===== src/rtl/lsu_pkg.sv =====
// Load/store unit shared definitions
// Data-path types, RISC-V opcode and funct3 codes, controller states
`default_nettype none

package lsu_pkg;

    //////////////////////////////////////////////////////////////////////
    // Data-path types
    //////////////////////////////////////////////////////////////////////

    // One register or AXI data word
    typedef logic [31:0] word_t;

    // Byte-lane write strobe, one bit per byte of word_t
    typedef logic [3:0] strb_t;

    // Register file index
    typedef logic [4:0] reg_idx_t;

    // Access size and sign code from the instruction
    typedef logic [2:0] funct3_t;

    // Byte position inside a word
    typedef logic [1:0] byte_off_t;

    //////////////////////////////////////////////////////////////////////
    // RISC-V encodings
    //////////////////////////////////////////////////////////////////////

    // Major opcodes handled by the unit
    localparam logic [6:0] OPCODE_LOAD  = 7'b0000011;
    localparam logic [6:0] OPCODE_STORE = 7'b0100011;

    // Size codes, shared by loads and stores
    localparam funct3_t F3_B  = 3'b000;
    localparam funct3_t F3_H  = 3'b001;
    localparam funct3_t F3_W  = 3'b010;
    // Unsigned load variants
    localparam funct3_t F3_BU = 3'b100;
    localparam funct3_t F3_HU = 3'b101;

    //////////////////////////////////////////////////////////////////////
    // Controller
    //////////////////////////////////////////////////////////////////////

    // Request sequencing, one access in flight
    typedef enum logic [2:0] {
        // Waiting for an issued instruction
        IDLE,
        // AW and W channels pending
        STORE_REQ,
        // Waiting for the write response
        STORE_RESP,
        // AR channel pending
        LOAD_REQ,
        // Waiting for read data
        LOAD_DATA
    } lsu_state_t;

endpackage

`default_nettype wire

===== src/rtl/lsu_top.sv =====
// Load/store unit top level
// Connects decode, control and load alignment to core and AXI4-lite ports
`default_nettype none

module lsu_top #(
    parameter int ADDR_W = 32
) (
    input  logic              aclk,
    input  logic              aresetn,
    // Issue side
    input  logic              en,
    output logic              ready,
    input  lsu_pkg::word_t    instr,
    // Register file read ports
    output lsu_pkg::reg_idx_t rs1_addr,
    output lsu_pkg::reg_idx_t rs2_addr,
    input  lsu_pkg::word_t    rs1_val,
    input  lsu_pkg::word_t    rs2_val,
    // Register file write port
    output logic              rd_wr,
    output lsu_pkg::reg_idx_t rd_addr,
    output lsu_pkg::word_t    rd_val,
    // AXI4-lite write address
    output logic              awvalid,
    input  logic              awready,
    output logic [ADDR_W-1:0] awaddr,
    // AXI4-lite write data
    output logic              wvalid,
    input  logic              wready,
    output lsu_pkg::word_t    wdata,
    output lsu_pkg::strb_t    wstrb,
    // AXI4-lite write response, code ignored
    input  logic              bvalid,
    output logic              bready,
    input  logic [1:0]        bresp,
    // AXI4-lite read address
    output logic              arvalid,
    input  logic              arready,
    output logic [ADDR_W-1:0] araddr,
    // AXI4-lite read data, code ignored
    input  logic              rvalid,
    output logic              rready,
    input  lsu_pkg::word_t    rdata,
    input  logic [1:0]        rresp
);

    import lsu_pkg::*;

    // Decode to control
    logic              is_load;
    logic              is_store;
    logic [ADDR_W-1:0] addr;
    funct3_t           funct3;
    reg_idx_t          rd;
    word_t             store_data;
    strb_t             store_strb;

    // Control to load alignment
    logic              load_done;
    funct3_t           req_funct3;
    byte_off_t         req_offset;
    reg_idx_t          req_rd;

    //////////////////////////////////////////////////////////////////////
    // Issue path
    //////////////////////////////////////////////////////////////////////

    lsu_decode #(
        .ADDR_W     (ADDR_W)
    ) u_decode (
        .instr      (instr),
        .rs1_val    (rs1_val),
        .rs2_val    (rs2_val),
        .rs1_addr   (rs1_addr),
        .rs2_addr   (rs2_addr),
        .rd         (rd),
        .funct3     (funct3),
        .is_load    (is_load),
        .is_store   (is_store),
        .addr       (addr),
        .store_data (store_data),
        .store_strb (store_strb)
    );

    //////////////////////////////////////////////////////////////////////
    // Bus control and load return
    //////////////////////////////////////////////////////////////////////

    lsu_ctrl #(
        .ADDR_W     (ADDR_W)
    ) u_ctrl (
        .aclk       (aclk),
        .aresetn    (aresetn),
        .en         (en),
        .ready      (ready),
        .is_load    (is_load),
        .is_store   (is_store),
        .addr       (addr),
        .funct3     (funct3),
        .rd         (rd),
        .store_data (store_data),
        .store_strb (store_strb),
        .awvalid    (awvalid),
        .awready    (awready),
        .awaddr     (awaddr),
        .wvalid     (wvalid),
        .wready     (wready),
        .wdata      (wdata),
        .wstrb      (wstrb),
        .bvalid     (bvalid),
        .bready     (bready),
        .arvalid    (arvalid),
        .arready    (arready),
        .araddr     (araddr),
        .rvalid     (rvalid),
        .rready     (rready),
        .load_done  (load_done),
        .req_funct3 (req_funct3),
        .req_offset (req_offset),
        .req_rd     (req_rd)
    );

    // Load data straight from the R channel into rd
    lsu_load_align u_load_align (
        .rdata      (rdata),
        .load_done  (load_done),
        .req_funct3 (req_funct3),
        .req_offset (req_offset),
        .req_rd     (req_rd),
        .rd_wr      (rd_wr),
        .rd_addr    (rd_addr),
        .rd_val     (rd_val)
    );

endmodule

`default_nettype wire


===== src/rtl/lsu_load_align.sv =====
// Load data alignment, sign or zero extension and rd write port
`default_nettype none

module lsu_load_align (
    input  lsu_pkg::word_t     rdata,
    input  logic               load_done,
    input  lsu_pkg::funct3_t   req_funct3,
    input  lsu_pkg::byte_off_t req_offset,
    input  lsu_pkg::reg_idx_t  req_rd,
    output logic               rd_wr,
    output lsu_pkg::reg_idx_t  rd_addr,
    output lsu_pkg::word_t     rd_val
);

    import lsu_pkg::*;

    word_t rot;

    // Bring the addressed byte down to lane 0
    always_comb begin
        case (req_offset)
            2'd1:    rot = {rdata[7:0], rdata[31:8]};
            2'd2:    rot = {rdata[15:0], rdata[31:16]};
            2'd3:    rot = {rdata[23:0], rdata[31:24]};
            default: rot = rdata;
        endcase
    end

    // Size select with sign or zero fill
    always_comb begin
        case (req_funct3)
            F3_B:    rd_val = {{24{rot[7]}}, rot[7:0]};
            F3_BU:   rd_val = {24'd0, rot[7:0]};
            F3_H:    rd_val = {{16{rot[15]}}, rot[15:0]};
            F3_HU:   rd_val = {16'd0, rot[15:0]};
            default: rd_val = rot;
        endcase
    end

    // Whole register written in the R handshake cycle
    assign rd_wr   = load_done;
    assign rd_addr = req_rd;

endmodule

`default_nettype wire


===== src/rtl/lsu_ctrl.sv =====
// Request FSM, issue handshake and AXI4-lite channel control
// with the registered request context
`default_nettype none

module lsu_ctrl #(
    parameter int ADDR_W = 32
) (
    input  logic                aclk,
    input  logic                aresetn,
    // Issue side
    input  logic                en,
    output logic                ready,
    // Decoded request
    input  logic                is_load,
    input  logic                is_store,
    input  logic [ADDR_W-1:0]   addr,
    input  lsu_pkg::funct3_t    funct3,
    input  lsu_pkg::reg_idx_t   rd,
    input  lsu_pkg::word_t      store_data,
    input  lsu_pkg::strb_t      store_strb,
    // AXI4-lite write channels
    output logic                awvalid,
    input  logic                awready,
    output logic [ADDR_W-1:0]   awaddr,
    output logic                wvalid,
    input  logic                wready,
    output lsu_pkg::word_t      wdata,
    output lsu_pkg::strb_t      wstrb,
    input  logic                bvalid,
    output logic                bready,
    // AXI4-lite read channels
    output logic                arvalid,
    input  logic                arready,
    output logic [ADDR_W-1:0]   araddr,
    input  logic                rvalid,
    output logic                rready,
    // Load result context
    output logic                load_done,
    output lsu_pkg::funct3_t    req_funct3,
    output lsu_pkg::byte_off_t  req_offset,
    output lsu_pkg::reg_idx_t   req_rd
);

    import lsu_pkg::*;

    lsu_state_t        state;
    logic              accept;
    logic              aw_done;
    logic              w_done;
    logic [ADDR_W-1:0] addr_q;

    // Only IDLE raises ready, so this also implies IDLE
    assign accept = ready && en && (is_load || is_store);

    // A write channel is done once its valid has dropped or is handshaking
    assign aw_done = !awvalid || awready;
    assign w_done  = !wvalid || wready;

    // R handshake of the current load
    assign load_done = (state == LOAD_DATA) && rvalid && rready;

    // Same address register serves both directions
    assign awaddr = addr_q;
    assign araddr = addr_q;

    //////////////////////////////////////////////////////////////////////
    // Request context
    //////////////////////////////////////////////////////////////////////

    // Captured on acceptance, stable for the whole access
    always_ff @(posedge aclk) begin
        if (accept) begin
            addr_q     <= addr;
            wdata      <= store_data;
            wstrb      <= store_strb;
            req_funct3 <= funct3;
            req_offset <= addr[1:0];
            req_rd     <= rd;
        end
    end

    //////////////////////////////////////////////////////////////////////
    // Control FSM
    //////////////////////////////////////////////////////////////////////

    always_ff @(posedge aclk or negedge aresetn) begin
        if (!aresetn) begin
            state   <= IDLE;
            ready   <= 1'b0;
            awvalid <= 1'b0;
            wvalid  <= 1'b0;
            bready  <= 1'b0;
            arvalid <= 1'b0;
            rready  <= 1'b0;
        end else begin
            case (state)
                IDLE: begin
                    if (accept && is_store) begin
                        // Address and data go out together
                        ready   <= 1'b0;
                        awvalid <= 1'b1;
                        wvalid  <= 1'b1;
                        state   <= STORE_REQ;
                    end else if (accept) begin
                        // Read data accepted as soon as it shows up
                        ready   <= 1'b0;
                        arvalid <= 1'b1;
                        rready  <= 1'b1;
                        state   <= LOAD_REQ;
                    end else begin
                        // First edge after reset lands here too
                        ready <= 1'b1;
                    end
                end
                STORE_REQ: begin
                    // AW and W may be taken in either order
                    if (awready) begin
                        awvalid <= 1'b0;
                    end
                    if (wready) begin
                        wvalid <= 1'b0;
                    end
                    if (aw_done && w_done) begin
                        bready <= 1'b1;
                        state  <= STORE_RESP;
                    end
                end
                STORE_RESP: begin
                    // Response code is not checked
                    if (bvalid) begin
                        bready <= 1'b0;
                        ready  <= 1'b1;
                        state  <= IDLE;
                    end
                end
                LOAD_REQ: begin
                    if (arready) begin
                        arvalid <= 1'b0;
                        state   <= LOAD_DATA;
                    end
                end
                LOAD_DATA: begin
                    // Register write happens in this same cycle
                    if (rvalid) begin
                        rready <= 1'b0;
                        ready  <= 1'b1;
                        state  <= IDLE;
                    end
                end
                default: begin
                    state <= IDLE;
                end
            endcase
        end
    end

endmodule

`default_nettype wire


===== src/rtl/lsu_decode.sv =====
// Instruction field decode, effective address computation,
// store data lane placement and write strobe generation
`default_nettype none

module lsu_decode #(
    parameter int ADDR_W = 32
) (
    input  lsu_pkg::word_t    instr,
    input  lsu_pkg::word_t    rs1_val,
    input  lsu_pkg::word_t    rs2_val,
    output lsu_pkg::reg_idx_t rs1_addr,
    output lsu_pkg::reg_idx_t rs2_addr,
    output lsu_pkg::reg_idx_t rd,
    output lsu_pkg::funct3_t  funct3,
    output logic              is_load,
    output logic              is_store,
    output logic [ADDR_W-1:0] addr,
    output lsu_pkg::word_t    store_data,
    output lsu_pkg::strb_t    store_strb
);

    import lsu_pkg::*;

    logic [6:0]  opcode;
    logic [11:0] imm12;
    word_t       imm_ext;
    word_t       sum;
    byte_off_t   offset;
    strb_t       base_strb;

    // Fixed instruction fields
    assign opcode   = instr[6:0];
    assign rd       = instr[11:7];
    assign funct3   = instr[14:12];
    assign rs1_addr = instr[19:15];
    assign rs2_addr = instr[24:20];

    assign is_load  = (opcode == OPCODE_LOAD);
    assign is_store = (opcode == OPCODE_STORE);

    //////////////////////////////////////////////////////////////////////
    // Effective address
    //////////////////////////////////////////////////////////////////////

    // S-type splits the immediate around the rd field
    assign imm12   = is_store ? {instr[31:25], instr[11:7]} : instr[31:20];
    assign imm_ext = {{20{imm12[11]}}, imm12};
    assign sum     = rs1_val + imm_ext;

    // Narrow buses keep only the low address bits
    assign addr    = sum[ADDR_W-1:0];
    assign offset  = sum[1:0];

    //////////////////////////////////////////////////////////////////////
    // Store lane placement
    //////////////////////////////////////////////////////////////////////

    // Rotate left so the low bytes of rs2 land at the offset
    always_comb begin
        case (offset)
            2'd1:    store_data = {rs2_val[23:0], rs2_val[31:24]};
            2'd2:    store_data = {rs2_val[15:0], rs2_val[31:16]};
            2'd3:    store_data = {rs2_val[7:0], rs2_val[31:8]};
            default: store_data = rs2_val;
        endcase
    end

    // One, two or four lanes depending on the access size
    always_comb begin
        case (funct3)
            F3_B:    base_strb = 4'b0001;
            F3_H:    base_strb = 4'b0011;
            default: base_strb = 4'b1111;
        endcase
    end

    // Aligned accesses only, so the shifted strobe never wraps
    assign store_strb = strb_t'(base_strb << offset);

endmodule

`default_nettype wire


===== config.mk =====
export PLATFORM = sky130hd
export DESIGN_NAME = lsu_top
export DESIGN_NICKNAME = d
export VERILOG_FILES = /design/src/rtl/lsu_pkg.sv /design/src/rtl/lsu_top.sv /design/src/rtl/lsu_load_align.sv /design/src/rtl/lsu_ctrl.sv /design/src/rtl/lsu_decode.sv
export SDC_FILE = /design/constraint.sdc
export NUM_CORES = 1
export LEC_CHECK = 0
export ABC_AREA = 1
export BUFFER_PORTS_ARGS = -buffer_cell sky130_fd_sc_hd__buf_2
export CORE_UTILIZATION = 50
export CTS_CLUSTER_SIZE = 14
export DETAILED_ROUTE_END_ITERATION = 8
export HOLD_SLACK_MARGIN = 0.06
export MAX_ROUTING_LAYER = met4
export PLACE_DENSITY = 0.82
export SLEW_MARGIN = 20
export SYNTH_ARGS = -nofsm -noshare
export SYNTH_HDL_FRONTEND = slang
export SYNTH_SLANG_ARGS = --single-unit

===== constraint.sdc =====
create_clock -name aclk -period 3.02 [get_ports aclk]
set_input_delay 0.604 -clock aclk [delete_from_list [all_inputs] [get_ports aclk]]
set_output_delay 0.604 -clock aclk [all_outputs]
set_load 0.03 [all_outputs]

After elaboration in Yosys (flattened, before gate mapping) --
Cells that the tools add are included. Widths: inputs -> output; s select.
Operators by class: add/subtract/negate cells 1, equality and inequality tests 26, shift operators 1, mux-type cells 31, reduce and logical (&&, ||, !) cells 26
Operator list (number):
- $pmux 32 s3 | 2
- $pmux 32 s4 | 1
- $add 32x32->32 | 1
- $mux 3 | 6
- $pmux 3 s5 | 1
- $mux 1 | 13
- $ne 2x2->1 const B | 6
- $reduce_and 3->1 | 4
- $pmux 1 s2 | 5
- $eq 3x1->1 const B | 3
- $eq 3x3->1 const B | 3
- $logic_not 3->1 | 3
- $eq 2x2->1 const B | 4
- $pmux 4 s2 | 1
- $reduce_and 4->1 | 2
- $reduce_bool 2->1 | 4
- $eq 7x2->1 const B | 1
- $eq 7x6->1 const B | 1
- $eq 3x2->1 const B | 2
- $logic_and 1x1->1 | 6
- $ne 2x1->1 const B | 3
- $mux 5 | 1
- $reduce_and 5->1 | 1
- $eq 2x1->1 const B | 2
- other kinds (6) | 9
Word-level totals: bits in registers 87, input port bits 140, output and inout bits 154, word-level logic and storage cells 98

Longest topological paths before layout --
depth after elaboration 6, mapped depth 18, gate-level depth less buffers 18

By module --
From an unflattened synthesis, not the netlist that was laid out.
Unflattened totals: cells, all modules 1152, area, all modules 7703.6 µm²
By module, submodules not included:
- lsu_decode | times used 1, cells an instance 700, area an instance 3370.7 µm², sequential area each 0.0 µm²
- lsu_ctrl | times used 1, cells an instance 195, area an instance 3135.5 µm², sequential area each 2507.4 µm²
- lsu_load_align | times used 1, cells an instance 257, area an instance 1197.4 µm², sequential area each 0.0 µm²

Least setup slack after synthesis --
No wires, ideal clock.
path kind input-to-reg, from input port instr[4], to register u_ctrl.arvalid, setup time 0.065 ns, data arrival time 3.158 ns, path slack -0.203 ns, stages on the path 6, path buffers 0, cell sequence or2_1 > nor2_1 > and2_1 > nand4_1 > inv_1 > o21a_1
On the way: longest elaborated chain between the ends 6, elaborated cells on any way between the ends 8, those cells by class eq/ne (4); reduce/logical (4)
RTL lines:
- from (decl) | RTL line lsu_top.sv:13 | input lsu_pkg::word_t instr,
- $eq 7x2->1 or $eq 7x6->1 (tied branches) | RTL line lsu_decode.sv:38, lsu_decode.sv:39
- $logic_or 1x1->1 (*) | RTL line lsu_ctrl.sv:53 | assign accept = ready && en && (is_load || is_store);
- $logic_and 1x1->1 (*) | RTL line lsu_ctrl.sv:53
- named net u_ctrl.accept | RTL line lsu_ctrl.sv:47 | logic accept;
- $logic_and 1x1->1 | RTL line lsu_ctrl.sv:98 | if (accept && is_store) begin
- $ne 2x2->1 (no source line)
- $reduce_and 4->1 (no source line) (*)
- to (signal assigned) | RTL line lsu_ctrl.sv:93 | arvalid <= 1'b0;
- to (signal assigned) | RTL line lsu_ctrl.sv:107 | arvalid <= 1'b1;
- to (signal assigned) | RTL line lsu_ctrl.sv:138 | arvalid <= 1'b0;
- to (decl) | RTL line lsu_ctrl.sv:32 | output logic arvalid,
The timed path passes the listed nets; every way through them passes the cells marked *. A chain may end at the register's enable or synchronous reset.

==> summary.md <==
| Metric | Value |
|---|---|
| Static Leak | roughly 0.005 uW |
| Max-cap violations | 0 |
| Final GP Congestion | slightly below 1 |
| Total GRT Usage | 0.279 |
| Sequential-to-total area share from yosys stat | 0.340 |
| Clock-pin slew on the worst setup and hold paths | roughly 0.07 ns |
| Fin Hold WS | 0.109 ns |
| Synth Area per Inst | 6.88 sq um |
| Worst Skew | around 0.0089 ns |
| R2R setup slack | approximately 1.3 ns |
| Vias after detailed routing | around 8,000 |
| Via density | 5.25 |
| H-tree depth | 3 |
| Relative slew margins | 0.732 |
| Post-layout util | 0.638 |
| Core ar. | between 0.01 and 0.015 sq mm |
| Worst-skew pair later-pin latency | approximately 0.35 ns |
| Placed cell area | between 0.008 and 0.009 sq mm |
| PostCTS Resize Cnt | 0 |
| Initial Util | 0.509 |
| Max Freq | between 300 and 400 MHz |
| Fill count | 1,307 |
| Pre-CTS setup slack | -0.0676 ns |
| CP Max Fanout | 16 |
| Design area | 0.00924 sq mm |
| Initial DRC Count | between 600 and 700 |
| Count of input and output buffers | about 280 |
| FF+latch count, synth | 85 |
| CP startpoint kind | flip-flop |
| Predominant post-synthesis flop cell | edfxtp_1 |
| Root Buffer | clkbuf_16 |
| Final period utilization | 0.943 |
| Synthesized net count | 1,244 |
| Synthesis-to-layout area growth | 25.2% |
| Final Hold Fails | 0 |
| Pre-antenna DRT Iters | 5 |
| Worst endpoint required time | between 2 and 2.5 ns |
| Syn Inst Count | between 1,000 and 1,500 |
| Worst R2R Start | u_ctrl.ready |
| Final nets | between 1,500 and 2,000 |
| Synthesized area | ~0.0074 sq mm |
| Largest net degree at the start of global routing | 31 |
| Wire per inst | 13.8 um |
| Synth unique cells | 46 |
| Cell Count, Final, Fillers Out | 1,525 |
| Dpl hpwl | roughly 17 mm |
| Post-synth EDFFs | 76 |
| Status | finished clean |
| Pwr per Cell Area | 398 mW/mm^2 |
| Full die area | between 0.015 and 0.02 sq mm |
| Vias in the first global route | just over 7,000 |
| Max Slew Vio Count | 0 |
| DRC Markers | 0 |
| Multi-input gate area | roughly 0.0038 sq mm |
| Row count | 44 |
| TritonCTS buffer count | 9 |
| DRT antenna net count | 0 |
| Drt total wl | around 21 mm |
| Share of cells above drive strength 1 | 0.265 |
| Synth Warn # | 0 |
| Worst Tran Pin Value | roughly 0.40 ns |
| Crit Path Class | flip-flop to output port |
| CP endpoint kind | output port |
| First-pass GRT wire length | 32.4 mm |
| Class of the worst hold path | input port to asynchronous set/reset pin |
| Final min period | about 2.8 ns |
| Antenna violations before repair | 0 |
| Register area | approximately 0.0025 sq mm |
| Placed cell count | roughly 1,500 |
| Setup Viol. Count Final | 0 |
| R2R Path End | u_ctrl.ready |
| Worst EP arrival | 2.24 ns |
| Die W | about 120 um |
| GR Overflow Total | 0 |
| I/O Pins | 294 |
| RSZ-0062 raised after global routing | no |
| Die height | around 120 um |
| CTS tree | done |
| FF-to-FF path depth | 7 |
| Max IR drop VDD | 302 uV |
| Clock buffer depth | 2 |
| Ys async rst share | 0.106 |
| Clk sinks | between 80 and 90 |
| Final worst slack | 0.171 ns |
| Antenna cells | 0 |
cell families after synthesis:
kind of cell	Yosys count	share of synthesized area
AND/OR/NAND/NOR	534	0.290
buffers and inverters	243	0.151
AO/OA/AOI/OAI	162	0.145
flip-flops	85	0.340
adder cells (fa/ha/maj)	32	0.0553
XOR/XNOR	16	0.0190
flip-flops by register name, summed over array words and instances, names as in the netlist:
name,cells
u_ctrl.ready,1
u_ctrl.state,3
u_ctrl.req_funct3,3
u_ctrl.wvalid,1
u_ctrl.wstrb,4
u_ctrl.req_rd,5
u_ctrl.arvalid,1
u_ctrl.awvalid,1
u_ctrl.rready,1
u_ctrl.wdata,32
u_ctrl.bready,1
u_ctrl.araddr,32
per-stage QoR:
step / setup TNS [ns] / power [uW]
finish: 0 / 3680
global route: 0 / 3870
CTS: 0 / 3690
detailed placement: -0.243 / 2530
global placement: 0 / 2510
floorplan: 0 / 2150
cell usage after synthesis, types with 2 or more instances:
library cell / instances / share of area
clkbuf_1: 13 / 0.0066
ha_1: 31 / 0.053
nor2_2: 3 / 0.0025
o21ai_0: 33 / 0.022
nand2_4: 2 / 0.0031
o21ai_1: 17 / 0.012
or2_2: 3 / 0.0025
o211ai_2: 2 / 0.0034
inv_1: 170 / 0.087
a221oi_1: 3 / 0.0036
nand3_1: 47 / 0.032
xor2_1: 14 / 0.017
inv_2: 5 / 0.0025
o221ai_1: 10 / 0.012
o21bai_1: 2 / 0.0020
edfxtp_1: 76 / 0.31
a21oi_1: 40 / 0.027
xnor2_1: 2 / 0.0024
nand2_1: 400 / 0.20
buf_2: 5 / 0.0034
buf_4: 43 / 0.044
nor3_1: 9 / 0.0061
o22ai_1: 14 / 0.012
o21a_1: 2 / 0.0020
nor2_1: 59 / 0.030
buf_6: 4 / 0.0061
dfrtp_1: 9 / 0.031
nand4_1: 4 / 0.0034
o2111ai_1: 32 / 0.038
o211ai_1: 2 / 0.0020
layout make-up:
| class | count | share of cell area |
|---|---|---|
| Clock inverter | 7 | 0.00840 |
| Sequential cell | 85 | 0.271 |
| Multi-Input combinational cell | 744 | 0.407 |
| Inverter | 177 | 0.0721 |
| Clock buffer | 9 | 0.0244 |
| Timing Repair Buffer | 319 | 0.192 |
| Tap cell | 184 | 0.0249 |
what timing repair did:
| action | CTS | global route |
|---|---|---|
| setup buffers | 0 | 1 |
| setup endpoints to repair | 0 | 1 |
| hold buffers | 0 | 0 |
| endpoints found under the hold margin | 0 | 0 |
cells in the final DEF (no fill, tap or decap), drive strengths merged, types with 3 or more instances in the layout:
cell and count:
a21oi 40, a221oi 3, buf 319, clkbuf 9
clkinv 4, dfrtp 9, edfxtp 76, ha 31
inv 179, nand2 403, nand3 47, nand4 4
nor2 63, nor3 9, o2111ai 32, o211ai 5
o21ai 50, o221ai 10, o22ai 14, or2 4
xor2 14
power by group:
group | internal, uW | switching [uW]
Clock | 652 | 508
Combinational | 437 | 710
Sequential | 1350 | 18.3
Total | 2440 | 1240
worst max-delay path by stage:
stage,slack (ns),startpoint,depth (start not counted),to
floorplan,0.07,instr[4],13,u_ctrl.wdata[13]
global placement,0.01,instr[4],15,u_ctrl.wdata[10]
detailed placement,-0.07,instr[4],13,u_ctrl.wdata[29]
CTS,0.14,u_ctrl.araddr[0],9,rd_val[25]
global route,0.06,u_ctrl.araddr[0],9,rd_val[31]
finish,0.17,u_ctrl.araddr[0],9,rd_val[19]
metal layers:
| layer | track usage | part of all wire | routed length [um] | vias up |
|---|---|---|---|---|
| met5 | - | 0 | 0 | - |
| met3 | 0.0420 | 0.073 | 1540 | 57 |
| met2 | 0.478 | 0.49 | 10300 | 412 |
| li1 | - | - | - | 3992 |
| met4 | 0.120 | 0.031 | 650 | 0 |
| met1 | 0.325 | 0.41 | 8570 | 3541 |
critical path, cell delays in order (launching register included):
cell and delay [ns]:
edfxtp_1 0.51, buf_4 0.22, inv_2 0.10, nand2_4 0.14, o21ai_1 0.19, nand2_1 0.12, o211ai_4 0.14, buf_12 0.18
nand3_1 0.10, buf_2 0.19
No activity file was read; power rests on OpenSTA's default activity.
